--- src/logic/slowMulDiv_config.svh ---
// width must be at least 2 and lanes at least 1; tag width sets how many operations can be in flight
`ifndef SLOWMULDIV_CONFIG_SVH
`define SLOWMULDIV_CONFIG_SVH

// operand and result width in bits
// 32 and 64 are the intended sizes
`define MD_WIDTH 32

// number of shift-add engines in the cluster
// each engine holds one operation from start until drained
`define MD_LANES 4

// tag that travels with each operation
// caller keeps tags unique while in flight
`define MD_TAG_BITS 4

// one operation takes MD_WIDTH run cycles plus load, fix and drain
// so throughput is about MD_LANES per MD_WIDTH+4 cycles

`endif

--- src/logic/slowMulDivPkg.sv ---
// shared enums only; opcode encoding is fixed at 3 bits and lane state at 2 bits
`default_nettype none

package slowMulDivPkg;

	// opcodes accepted on the issue port
	// low product is the same for signed and unsigned
	typedef enum logic [2:0]
	{
		opMul,
		opMulh,
		opMulhu,
		opDiv,
		opDivu,
		opRem,
		opRemu
	} mulDivOp_t;

	// per-engine state
	// stFix is the single sign fixup cycle
	typedef enum logic [1:0]
	{
		stIdle,
		stRun,
		stFix,
		stDone
	} laneState_t;

endpackage

`default_nettype wire

--- src/logic/opDispatcher.sv ---
// issue is a plain strobe with no handshake; an issue while busy is high is dropped and flagged
`timescale 1ns/1ps
`default_nettype none

`include "slowMulDiv_config.svh"

module opDispatcher
(
	input  wire                           clock,
	input  wire                           reset,
	input  wire                           issue,
	input  slowMulDivPkg::mulDivOp_t      issueOp,
	input  wire [`MD_WIDTH-1:0]           issueA,
	input  wire [`MD_WIDTH-1:0]           issueB,
	input  wire [`MD_TAG_BITS-1:0]        issueTag,
	input  wire [`MD_LANES-1:0]           laneIdle,
	output logic                          busy,
	output logic [`MD_LANES-1:0]          laneStart,
	output slowMulDivPkg::mulDivOp_t      laneOp,
	output logic [`MD_WIDTH-1:0]          laneA,
	output logic [`MD_WIDTH-1:0]          laneB,
	output logic [`MD_TAG_BITS-1:0]       laneTag
);

	// idle lanes not already claimed by a start pulse
	logic [`MD_LANES-1:0] laneFree;
	// one-hot choice of the lowest free lane
	logic [`MD_LANES-1:0] lanePick;
	logic                 accept;

	assign laneFree = laneIdle & ~laneStart;

	// lowest index wins
	always_comb
	begin
		logic found;
		found = 1'b0;
		lanePick = '0;
		for (int i = 0; i < `MD_LANES; i++)
		begin
			if (laneFree[i] && !found)
			begin
				lanePick[i] = 1'b1;
				found = 1'b1;
			end
		end
	end

	// busy only when every lane is running, done or being started
	assign busy = ~|laneFree;
	assign accept = issue && !busy;

	// start pulse lasts exactly one cycle
	always_ff @(posedge clock)
	begin
		if (reset)
			laneStart <= '0;
		else if (accept)
			laneStart <= lanePick;
		else
			laneStart <= '0;
	end

	// shared operation bus, read by the started lane only
	always_ff @(posedge clock)
	begin
		if (accept)
		begin
			laneOp <= issueOp;
			laneA <= issueA;
			laneB <= issueB;
			laneTag <= issueTag;
		end
	end

	// upstream must watch busy before issuing
	issueNotBusy: assert property (@(posedge clock) disable iff (reset) issue |-> !busy)
		else $error("issue while busy");

endmodule

`default_nettype wire

--- src/logic/shiftAddUnit.sv ---
// one bit per cycle, so a result takes MD_WIDTH+2 cycles after start; start only while idle
`timescale 1ns/1ps
`default_nettype none

`include "slowMulDiv_config.svh"

module shiftAddUnit
(
	input  wire                           clock,
	input  wire                           reset,
	input  wire                           start,
	input  slowMulDivPkg::mulDivOp_t      op,
	input  wire [`MD_WIDTH-1:0]           a,
	input  wire [`MD_WIDTH-1:0]           b,
	input  wire [`MD_TAG_BITS-1:0]        tag,
	input  wire                           take,
	output logic                          idle,
	output logic                          done,
	output logic [`MD_WIDTH-1:0]          value,
	output logic                          divZero,
	output logic [`MD_TAG_BITS-1:0]       doneTag
);

	localparam int W = `MD_WIDTH;
	localparam int CNT_BITS = $clog2(`MD_WIDTH);

	slowMulDivPkg::laneState_t state;
	logic [CNT_BITS-1:0] count;

	// latched operation
	slowMulDivPkg::mulDivOp_t opReg;
	logic                     negReg;
	logic                     zeroDivReg;

	// high half or partial remainder
	logic [W-1:0] rem;
	// multiplier, then low product or quotient
	logic [W-1:0] qr;
	// multiplicand, or negated divisor
	logic [W-1:0] addend;

	// operand decode at start
	logic         startSigned;
	logic         startIsDiv;
	logic         aNeg;
	logic         bNeg;
	logic [W-1:0] aMag;
	logic [W-1:0] bMag;

	// the one adder
	logic         isDiv;
	logic [W:0]   addLeft;
	logic [W:0]   addRight;
	logic [W:0]   addSum;

	// fixup results
	logic [W-1:0] mulHi;
	logic [W-1:0] quot;
	logic [W-1:0] remOut;
	logic [W-1:0] result;

	assign startSigned = (op == slowMulDivPkg::opMulh) || (op == slowMulDivPkg::opDiv) ||
		(op == slowMulDivPkg::opRem);
	assign startIsDiv = (op == slowMulDivPkg::opDiv) || (op == slowMulDivPkg::opDivu) ||
		(op == slowMulDivPkg::opRem) || (op == slowMulDivPkg::opRemu);
	assign aNeg = startSigned && a[W-1];
	assign bNeg = startSigned && b[W-1];
	assign aMag = aNeg ? -a : a;
	assign bMag = bNeg ? -b : b;

	assign isDiv = (opReg == slowMulDivPkg::opDiv) || (opReg == slowMulDivPkg::opDivu) ||
		(opReg == slowMulDivPkg::opRem) || (opReg == slowMulDivPkg::opRemu);

	always_comb
	begin
		if (isDiv)
		begin
			// shifted remainder plus sign-extended negative divisor
			addLeft = {rem, qr[W-1]};
			addRight = {1'b1, addend};
		end
		else
		begin
			// high half plus multiplicand, carry kept
			addLeft = {1'b0, rem};
			addRight = {1'b0, addend};
		end
		addSum = addLeft + addRight;
	end

	// negated 2W product, high half only
	assign mulHi = negReg ? (~rem + {{(W-1){1'b0}}, (qr == '0)}) : rem;
	assign quot = negReg ? -qr : qr;
	assign remOut = negReg ? -rem : rem;

	// most-negative by minus one gives quotient 100..0 with positive sign,
	// which is the dividend, and remainder zero
	// zero divisor leaves rem at |a| with the dividend sign, i.e. the dividend
	always_comb
	begin
		case (opReg)
			slowMulDivPkg::opMulh,
			slowMulDivPkg::opMulhu: result = mulHi;
			slowMulDivPkg::opDiv,
			slowMulDivPkg::opDivu: result = zeroDivReg ? '1 : quot;
			slowMulDivPkg::opRem,
			slowMulDivPkg::opRemu: result = remOut;
			default: result = qr;
		endcase
	end

	// control
	always_ff @(posedge clock)
	begin
		if (reset)
		begin
			state <= slowMulDivPkg::stIdle;
			count <= '0;
		end
		else
		begin
			case (state)
				slowMulDivPkg::stIdle:
				begin
					if (start)
					begin
						state <= slowMulDivPkg::stRun;
						count <= CNT_BITS'(W - 1);
					end
				end
				slowMulDivPkg::stRun:
				begin
					count <= count - 1'b1;
					if (count == '0)
						state <= slowMulDivPkg::stFix;
				end
				slowMulDivPkg::stFix: state <= slowMulDivPkg::stDone;
				default:
				begin
					// held until the collector drains it
					if (take)
						state <= slowMulDivPkg::stIdle;
				end
			endcase
		end
	end

	// datapath
	always_ff @(posedge clock)
	begin
		if (state == slowMulDivPkg::stIdle && start)
		begin
			opReg <= op;
			doneTag <= tag;
			// remainder carries the dividend sign
			negReg <= (op == slowMulDivPkg::opRem) ? aNeg : (aNeg ^ bNeg);
			zeroDivReg <= startIsDiv && (b == '0);
			rem <= '0;
			qr <= aMag;
			addend <= startIsDiv ? -bMag : bMag;
		end
		else if (state == slowMulDivPkg::stRun)
		begin
			if (isDiv)
			begin
				// restoring step
				rem <= addSum[W] ? addLeft[W-1:0] : addSum[W-1:0];
				qr <= {qr[W-2:0], ~addSum[W]};
			end
			else if (qr[0])
				{rem, qr} <= {addSum, qr[W-1:1]};
			else
				{rem, qr} <= {1'b0, rem, qr[W-1:1]};
		end
		else if (state == slowMulDivPkg::stFix)
			value <= result;
	end

	assign idle = (state == slowMulDivPkg::stIdle);
	assign done = (state == slowMulDivPkg::stDone);
	assign divZero = zeroDivReg;

	// dispatcher only starts idle lanes
	startWhenIdle: assert property (@(posedge clock) disable iff (reset)
		start |-> state == slowMulDivPkg::stIdle)
		else $error("start to a lane that is not idle");

	// collector only drains finished lanes
	takeWhenDone: assert property (@(posedge clock) disable iff (reset)
		take |-> state == slowMulDivPkg::stDone)
		else $error("take to a lane that is not done");

endmodule

`default_nettype wire

--- src/logic/resultCollector.sv ---
// one result per cycle at most, lowest lane first; there is no back-pressure on the result port
`timescale 1ns/1ps
`default_nettype none

`include "slowMulDiv_config.svh"

module resultCollector
(
	input  wire                           clock,
	input  wire                           reset,
	input  wire [`MD_LANES-1:0]           laneDone,
	input  wire [`MD_WIDTH-1:0]           laneValue [`MD_LANES],
	input  wire [`MD_LANES-1:0]           laneDivZero,
	input  wire [`MD_TAG_BITS-1:0]        laneTag [`MD_LANES],
	output logic [`MD_LANES-1:0]          laneTake,
	output logic                          resultValid,
	output logic [`MD_WIDTH-1:0]          resultValue,
	output logic                          resultDivZero,
	output logic [`MD_TAG_BITS-1:0]       resultTag
);

	// fields of the selected lane
	logic [`MD_WIDTH-1:0]    selValue;
	logic                    selDivZero;
	logic [`MD_TAG_BITS-1:0] selTag;

	// fixed priority, lane 0 first
	// take drops once the lane has left stDone
	always_comb
	begin
		logic found;
		found = 1'b0;
		laneTake = '0;
		selValue = '0;
		selDivZero = 1'b0;
		selTag = '0;
		for (int i = 0; i < `MD_LANES; i++)
		begin
			if (laneDone[i] && !found)
			begin
				laneTake[i] = 1'b1;
				selValue = laneValue[i];
				selDivZero = laneDivZero[i];
				selTag = laneTag[i];
				found = 1'b1;
			end
		end
	end

	// valid is a one-cycle pulse per drained lane
	always_ff @(posedge clock)
	begin
		if (reset)
			resultValid <= 1'b0;
		else
			resultValid <= |laneDone;
	end

	// payload
	always_ff @(posedge clock)
	begin
		resultValue <= selValue;
		resultDivZero <= selDivZero;
		resultTag <= selTag;
	end

	// a drained lane has left stDone by the next edge
	drainOnce: assert property (@(posedge clock) disable iff (reset)
		|laneTake |=> (laneDone & $past(laneTake)) == '0)
		else $error("lane still done after it was drained");

endmodule

`default_nettype wire

--- src/logic/slowMulDivCluster.sv ---
// results may leave out of issue order, so the caller matches them by tag
`timescale 1ns/1ps
`default_nettype none

`include "slowMulDiv_config.svh"

module slowMulDivCluster
(
	input  wire                           clock,
	input  wire                           reset,
	input  wire                           issue,
	input  slowMulDivPkg::mulDivOp_t      issueOp,
	input  wire [`MD_WIDTH-1:0]           issueA,
	input  wire [`MD_WIDTH-1:0]           issueB,
	input  wire [`MD_TAG_BITS-1:0]        issueTag,
	output logic                          busy,
	output logic                          resultValid,
	output logic [`MD_WIDTH-1:0]          resultValue,
	output logic                          resultDivZero,
	output logic [`MD_TAG_BITS-1:0]       resultTag
);

	// shared operation bus from the dispatcher
	slowMulDivPkg::mulDivOp_t busOp;
	logic [`MD_WIDTH-1:0]     busA;
	logic [`MD_WIDTH-1:0]     busB;
	logic [`MD_TAG_BITS-1:0]  busTag;

	// per-lane handshake levels and pulses
	logic [`MD_LANES-1:0]     laneStart;
	logic [`MD_LANES-1:0]     laneIdle;
	logic [`MD_LANES-1:0]     laneDone;
	logic [`MD_LANES-1:0]     laneTake;
	logic [`MD_LANES-1:0]     laneDivZero;
	logic [`MD_WIDTH-1:0]     laneValue [`MD_LANES];
	logic [`MD_TAG_BITS-1:0]  laneDoneTag [`MD_LANES];

	opDispatcher dispatch0
	(
		.clock(clock), .reset(reset), .issue(issue), .issueOp(issueOp), .issueA(issueA),
		.issueB(issueB), .issueTag(issueTag), .laneIdle(laneIdle), .busy(busy),
		.laneStart(laneStart), .laneOp(busOp), .laneA(busA), .laneB(busB), .laneTag(busTag)
	);

	// identical engines
	for (genvar lane = 0; lane < `MD_LANES; lane++)
	begin : gLane
		shiftAddUnit unit0
		(
			.clock(clock), .reset(reset), .start(laneStart[lane]), .op(busOp), .a(busA),
			.b(busB), .tag(busTag), .take(laneTake[lane]), .idle(laneIdle[lane]),
			.done(laneDone[lane]), .value(laneValue[lane]), .divZero(laneDivZero[lane]),
			.doneTag(laneDoneTag[lane])
		);
	end

	resultCollector collect0
	(
		.clock(clock), .reset(reset), .laneDone(laneDone), .laneValue(laneValue),
		.laneDivZero(laneDivZero), .laneTag(laneDoneTag), .laneTake(laneTake),
		.resultValid(resultValid), .resultValue(resultValue),
		.resultDivZero(resultDivZero), .resultTag(resultTag)
	);

endmodule

`default_nettype wire

--- config.mk ---
export PLATFORM = sky130hd
export DESIGN_NAME = slowMulDivCluster
export DESIGN_NICKNAME = d
export VERILOG_FILES = /design/src/logic/slowMulDivPkg.sv /design/src/logic/opDispatcher.sv /design/src/logic/shiftAddUnit.sv /design/src/logic/resultCollector.sv /design/src/logic/slowMulDivCluster.sv
export VERILOG_INCLUDE_DIRS = /design/src /design/src/logic
export SDC_FILE = /design/constraint.sdc
export NUM_CORES = 2
export LEC_CHECK = 0
export BUFFER_PORTS_ARGS = -buffer_cell sky130_fd_sc_hd__buf_2
export CAP_MARGIN = 20
export CORE_MARGIN = 2
export CORE_UTILIZATION = 45
export DETAILED_ROUTE_END_ITERATION = 12
export PLACE_DENSITY = 0.71
export SETUP_SLACK_MARGIN = 0.1
export SLEW_MARGIN = 40
export SYNTH_ARGS = -nofsm -noshare
export SYNTH_HDL_FRONTEND = slang
export SYNTH_SLANG_ARGS = --single-unit
--- constraint.sdc ---
create_clock -name clock -period 4.9 [get_ports clock]
set_input_delay 0.98 -clock clock [delete_from_list [all_inputs] [get_ports clock]]
set_output_delay 0.98 -clock clock [all_outputs]
set_load 0.01 [all_outputs]
; ---- Yosys cells after proc, flatten, opt, wreduce, memory -nomap -nowiden
; Index checks and enable logic that the tools add are counted.
[totals]
register_bits = 689
[classes]
addsub = 23
muxes = 108
bitwise = 20
eq_ne = 49
n_reduce_logical = 90
[ops]
columns = cell, n
row1 = $mux W32, 51
row2 = $pmux W32 S3, 4
row3 = $neg A32 Y32, 11
row4 = $mux W33, 8
row5 = $logic_not A32 Y1, 5
row6 = $add A33 B33 Y33, 4
row7 = $add A32 B1 Y32, 4
row8 = $not A32 Y32, 4
row9 = $eq A3 B3 Y1 const B, 15
row10 = $pmux W5 S2, 4
row11 = $eq A3 B2 Y1 const B, 9
row12 = $reduce_or A2 Y1, 13
row13 = $mux W2, 12
row14 = $pmux W2 S3, 4
row15 = $reduce_and A3 Y1, 8
row16 = $logic_not A5 Y1, 4
row17 = $mux W5, 4
row18 = $sub A5 B1 Y5 const B, 4
row19 = $logic_or A1 B1 Y1, 17
row20 = $mux W1, 17
row21 = $eq A2 B2 Y1 const B, 8
row22 = $mux W4, 4
row23 = $reduce_bool A2 Y1, 8
row24 = $reduce_bool A4 Y1, 4
row25 = 13 further kinds, 64

; ---- Longest topological paths before layout
[depth]
word_depth = 13
mapped_depth = 25

; ---- Hierarchy
; A second synthesis with hierarchy kept.
[hier_totals]
cells_unflattened = 7254
hier_area_um2 = 58138.3
[modules_own_cells]
columns = mod, area_each_um2, instances, cells_per_inst, seq_area_each_um2
row1 = shiftAddUnit at gLane[1].unit0 ..., 13466.7, 2, 1727, 3933.8
row2 = shiftAddUnit at gLane[0].unit0, 13688.1, 1, 1754, 3933.8
row3 = shiftAddUnit at gLane[3].unit0, 13254.0, 1, 1707, 3933.8
row4 = opDispatcher, 2324.7, 1, 88, 2212.1
row5 = resultCollector, 1938.1, 1, 251, 760.7

; ---- Worst setup path before layout
; No wires, ideal clock.
[synth_timing]
path_kind = reg-to-reg
start = reg gLane[1].unit0.opReg[0]
end = reg gLane[1].unit0.qr[0] (data pin)
required_ps = 4632
n_path_buf = 5
path_stages_with_launch = 23
slack_ps = -414
synth_period_minus_slack_ps = 5314
arrival_time_ps = 5047
cell_sequence = edfxtp_1 -> clkbuf_1 -> and2_1 -> clkbuf_1 -> xnor2_1 -> clkbuf_1 -> clkbuf_1 -> nand2_1 -> o21ai_0 -> ha_1 -> inv_1 -> fa_1 -> nor2b_1 -> o2111ai_1 -> a31oi_1 -> a31oi_1 -> o21a_1 -> o41a_1 -> xnor2_1 -> clkbuf_1 -> nand2_1 -> o211ai_1 -> o21ai_0
[synth_between]
elab_chain_len = 10
elab_cells_between_ends = 14
cone_classes = add/sub (1) / eq/ne (4) / mux (5) / bitwise (1) / reduce/logical (3)
[synth_lines]
columns = item, line
row1 = from (decl), shiftAddUnit.sv:31  ; slowMulDivPkg::mulDivOp_t opReg;
row2 = from (signal assigned), shiftAddUnit.sv:153  ; opReg <= op;
row3 = $eq A3 B2 Y1 or $eq A3 B3 Y1 (tied branches), shiftAddUnit.sv:71  ; assign isDiv = (opReg == slowMulDivPkg::opDiv) || (opReg == slowMulDivPkg::opDivu) ||
row4 = $logic_or A1 B1 Y1 (2 in a row), shiftAddUnit.sv:71
row5 = $logic_or A1 B1 Y1 *, shiftAddUnit.sv:72  ; (opReg == slowMulDivPkg::opRem) || (opReg == slowMulDivPkg::opRemu);
row6 = $mux W33, shiftAddUnit.sv:76  ; if (isDiv)
row7 = $add A33 B33 Y33, shiftAddUnit.sv:88  ; addSum = addLeft + addRight;
row8 = $not A1 Y1, shiftAddUnit.sv:168  ; qr <= {qr[W-2:0], ~addSum[W]};
row9 = $mux W32 *, shiftAddUnit.sv:164  ; if (isDiv)
row10 = $mux W32 *, shiftAddUnit.sv:162  ; else if (state == slowMulDivPkg::stRun)
row11 = $mux W32 *, shiftAddUnit.sv:151  ; if (state == slowMulDivPkg::stIdle && start)
row12 = to (signal assigned), shiftAddUnit.sv:168
row13 = to (signal assigned), shiftAddUnit.sv:171  ; {rem, qr} <= {addSum, qr[W-1:1]};
row14 = to (signal assigned), shiftAddUnit.sv:173  ; {rem, qr} <= {1'b0, rem, qr[W-1:1]};
row15 = to (decl), shiftAddUnit.sv:38  ; logic [W-1:0] qr;
; Mark *: on every way between the ends. The rest lies on a longest branch, timed or not. The select of a mux whose other input is x is not followed.
; A chain may end at the register's enable or synchronous reset.

; ---- Final worst setup path
[layout_timing]
start = reg gLane[2].unit0.qr[9]
end = reg gLane[2].unit0.value[16] (data pin)
[layout_between]
elab_chain_len = 4
elab_cells_between_ends = 7
cone_classes = add/sub (2) / mux (4) / reduce/logical (1)
[layout_lines]
columns = item, line
row1 = from (decl), shiftAddUnit.sv:38
row2 = from (signal assigned), shiftAddUnit.sv:159  ; qr <= aMag;
row3 = from (signal assigned), shiftAddUnit.sv:168
row4 = from (signal assigned), shiftAddUnit.sv:171
row5 = $logic_not A32 Y1 or $neg A32 Y32 (tied branches), "shiftAddUnit.sv:92, shiftAddUnit.sv:93"
row6 = $add A32 B1 Y32 or $mux W32 (tied branches), "shiftAddUnit.sv:92, shiftAddUnit.sv:93"
row7 = $mux W32 (on tied branches), "shiftAddUnit.sv:92, shiftAddUnit.sv:105"
row8 = $pmux W32 S3 *, shiftAddUnit.sv:101  ; case (opReg)
row9 = via gLane[2].unit0.result[16], shiftAddUnit.sv:60  ; logic [W-1:0] result;
row10 = to (signal assigned), shiftAddUnit.sv:176  ; value <= result;
row11 = to (decl), shiftAddUnit.sv:19  ; output logic [`MD_WIDTH-1:0] value,
; Mark *: on every way through the listed nets, which the timed path passes. The rest lies on a longest branch.

==> impl_metrics.yaml <==
detailed_routing:
  wl_met2_um: 79400
  wl_per_cell_um: 24.6
  vias_per_cell: 6.34
  drc: 0
  vias: 48388
  topRoutingLayerUsed: "met5"
  drt-total-wl_um: 188000
  met3_wirelength_um: 23200
  drt_iter0_markers: 6757
  postRouteAntennaNets: 0
  wl_met1_um: 73800
  firstDrtPassIters: 6
cells_and_area:
  nets: 6321
  layout.cells.most_common: "nand2_1"
  postLayoutCoreUtil_pct: 51.2
  final_cell_mix: "1060 x nand2_1, 491 x edfxtp_1, 484 x nor2_1"
  stdcell_area_um2: 56600
  drive_gt1_share_pct: 11.7
  syn_to_final_growth_pct: 13.2
  num-fill-cells: 10296
synthesis:
  netlist.area_leader.share_pct: 29.5
  syn_inst: 6047
  synth-async-reset-ratio_pct: 0
  yosysWarningCount: 0
  synth-main-ff-cell: "edfxtp_1"
  yosysSeqAreaShare_pct: 37.4
  synth_edf_count: 491
  syn_area_um2: 50000
  synth_nets: 6299
  ys_ff_latch: 689
  yosysTopAreaCell: "edfxtp_1"
  syn_avg_cell_area_um2: 8.26
  yosysUniqueCellTypes: 97
  synthTopCellsByArea: "edfxtp_1 30%, nand2_1 8.0%, dfxtp_1 7.9%, xnor2_1 5.0%, o21ai_0 4.7%"
clock_tree:
  cts_tree: "done"
  cts_hold_buf: 0
  max-clock-path-buffers: 3
  insertion_delay_ns: 0.68
  htree_levels: 3
  cts_buffers: 82
  cts_sinks: 689
  cts.root.buffer_cell: "clkbuf_16"
  clk_pin_slew_ns: 0.06
global_routing:
  grt_pass1_vias: 43689
  grt_antenna_before_repair: 37
  grt_max_degree: 86
  grt_use_total_pct: 32.1
  overflow: 0
  grt_pass1_wl_um: 276000
timing:
  rsz0062_at_grt: "yes"
  finalMaxSlewViolations: 0
  fin_crit_ns: 4.76
  slew_headroom_pct: 34.8
  final-hold-violation-count: 0
  fin_crit_sh_pct: 97.1
  finalClockSkew_ns: 0.0457
  final-setup-viol-count: 0
  worst_pin_slew_ns: 0.973
  fmax_ghz: 0.210
worst_hold_path:
  holdPathStages: 1
  hold_class: "flip-flop to flip-flop"
  worstHoldEndpoint: "collect0.resultTag[0]"
  min_from: "gLane[3].unit0.doneTag[0]"
power_and_ir_drop:
  power.density_nw_per_um2: 593
  p_leak_nw: 22.1
  ir_drop_uv: 301
floorplan:
  core.rowCount: 122
  fp.dieArea_um2: 114000
  die_h_um: 337
  io_pins: 113
  core_um2: 110000
  fp.dieW_um: 337
  start_util_pct: 45.3
critical_path:
  reg2reg_slack_ns: 0.14
  r2r-end: "gLane[2].unit0.value[16]"
  timing.rr.start: "gLane[2].unit0.qr[9]"
  slowest_delay_ns: 0.46
  crit_chain: "or3_1, or3_1, nor3_1, nand3b_1, or2_2, nor4_1, ha_1, ha_1, nand3_1, nor2_1, o21ai_0, o31ai_1, xor2_1, o221ai_1"
  critPathBufInv: 0
  cp-end-kind: "flip-flop"
  required_ns: 5.26
  cp_max_fo: 5
  worst-setup-path-type: "flip-flop to flip-flop"
  worstRegToRegCells: 14
  worst_path_max_delay_cell: "edfxtp_1"
  cp.arrival_ns: 5.11
  cp_top_family: "simple AND/OR/NAND/NOR gates"
  worstSetupStartpointType: "flip-flop"
place:
  dp.final_hpwl_um: 138000
  placed_area_um2: 53400
  port_buffers: 112
  routabilityCongestion: 1.01
run:
  max-cap-violations: 0
status:
  run_status: "finished, final reports clean"
cells by family (layout without fill, tap and decap cells):
| logic type | count (synthesis) | count (layout) | share of synthesized area (%) |
|---|---|---|---|
| compound gates | 1823 | 1823 | 23.2 |
| other cells | 0 | 13 | 0 |
| fa+ha+maj | 179 | 179 | 4.54 |
| xor+xnor | 460 | 460 | 8.06 |
| simple gates | 2109 | 2109 | 18.5 |
| mux | 176 | 176 | 3.57 |
| buf+inv | 611 | 701 | 4.66 |
| flops | 689 | 689 | 37.4 |
layer usage:
layer  GRT usage (%)  vias to the layer above
met5               0                        -
met4            17.1                       26
met3            8.61                      503
met2            47.2                     2951
met1            42.9                    22880
li1                -                    22028
where the power goes:
group	internal, mW	switching [mW]
Clock	3.65	2.66
Sequential	7.97	2.03
Combinational	6.78	10.5
sequential cells by signal, summed over array words and instances (netlist names):
name and cells:
collect0.resultValue 32, collect0.resultValid 1, gLane.unit0.opReg 12, gLane.unit0.rem 128
dispatch0.laneOp 3, dispatch0.laneTag 4, gLane.unit0.divZero 4, dispatch0.laneStart 4
dispatch0.laneB 32, dispatch0.laneA 32, gLane.unit0.negReg 4, gLane.unit0.qr 128
gLane.unit0.state 8, gLane.unit0.value 128, collect0.resultTag 4, gLane.unit0.count 20
gLane.unit0.doneTag 16, gLane.unit0.addend 128, collect0.resultDivZero 1
how the worst max path moves through the flow:
stage	from	to	slack, ns	depth (start not counted)
finish	gLane[2].unit0.qr[9]	gLane[2].unit0.value[16]	0.14	14
global route	gLane[0].unit0.qr[6]	gLane[0].unit0.value[15]	-0.02	17
CTS	gLane[0].unit0.qr[6]	gLane[0].unit0.value[15]	0.07	17
detailed placement	gLane[0].unit0.qr[6]	gLane[0].unit0.value[15]	-0.02	17
global placement	gLane[0].unit0.qr[6]	gLane[0].unit0.value[15]	-0.07	17
floorplan	gLane[1].unit0.opReg[0]	gLane[1].unit0.qr[0]	0.1	22
cells in the mapped netlist, types with 80 or more instances:
master	n
nand2_1	1067
nor2_1	492
edfxtp_1	491
o21ai_0	473
a21oi_1	442
clkbuf_1	417
xnor2_1	284
dfxtp_1	198
xor2_1	176
ha_1	174
mux2i_1	160
a31oi_1	155
nand3_1	116
inv_1	111
o31ai_1	82
o211ai_1	80
metrics by stage:
stage | power, mW | instances | setup WS [ns] | TNS, ns | hold slack (ns)
CTS | 32.8 | 7611 | 0.0668 | 0 | 0.438
floorplan | 21.0 | 6047 | 0.0967 | 0 | 0.445
finish | 33.6 | 7638 | 0.142 | 0 | 0.467
global route | 35.4 | 7626 | -0.0211 | -0.0211 | 0.451
global placement | 26.1 | 7459 | -0.0682 | -0.195 | 0.451
detailed placement | 26.4 | 7459 | -0.0235 | -0.0235 | 0.460
repair_timing:
action,4_1_cts,5_1_grt
pin swaps,1,16
cloned,0,1
setup endpoints to repair,7,75
resized for setup,2,40
buffers inserted,0,13
cell type report:
| class | count | area (um2) | share of cell area, % |
|---|---|---|---|
| inverters | 118 | 444 | 0.785 |
| diodes | 13 | 32.5 | 0.0575 |
| repair buffers | 431 | 3180 | 5.63 |
| well taps | 1488 | 1860 | 3.29 |
| flip-flops and latches | 689 | 18700 | 33.1 |
| clock inverters | 44 | 447 | 0.790 |
| multi-input cells | 4747 | 29600 | 52.3 |
| clock buffers | 108 | 2300 | 4.06 |
Note: power is estimated with default switching activity, not from simulation.
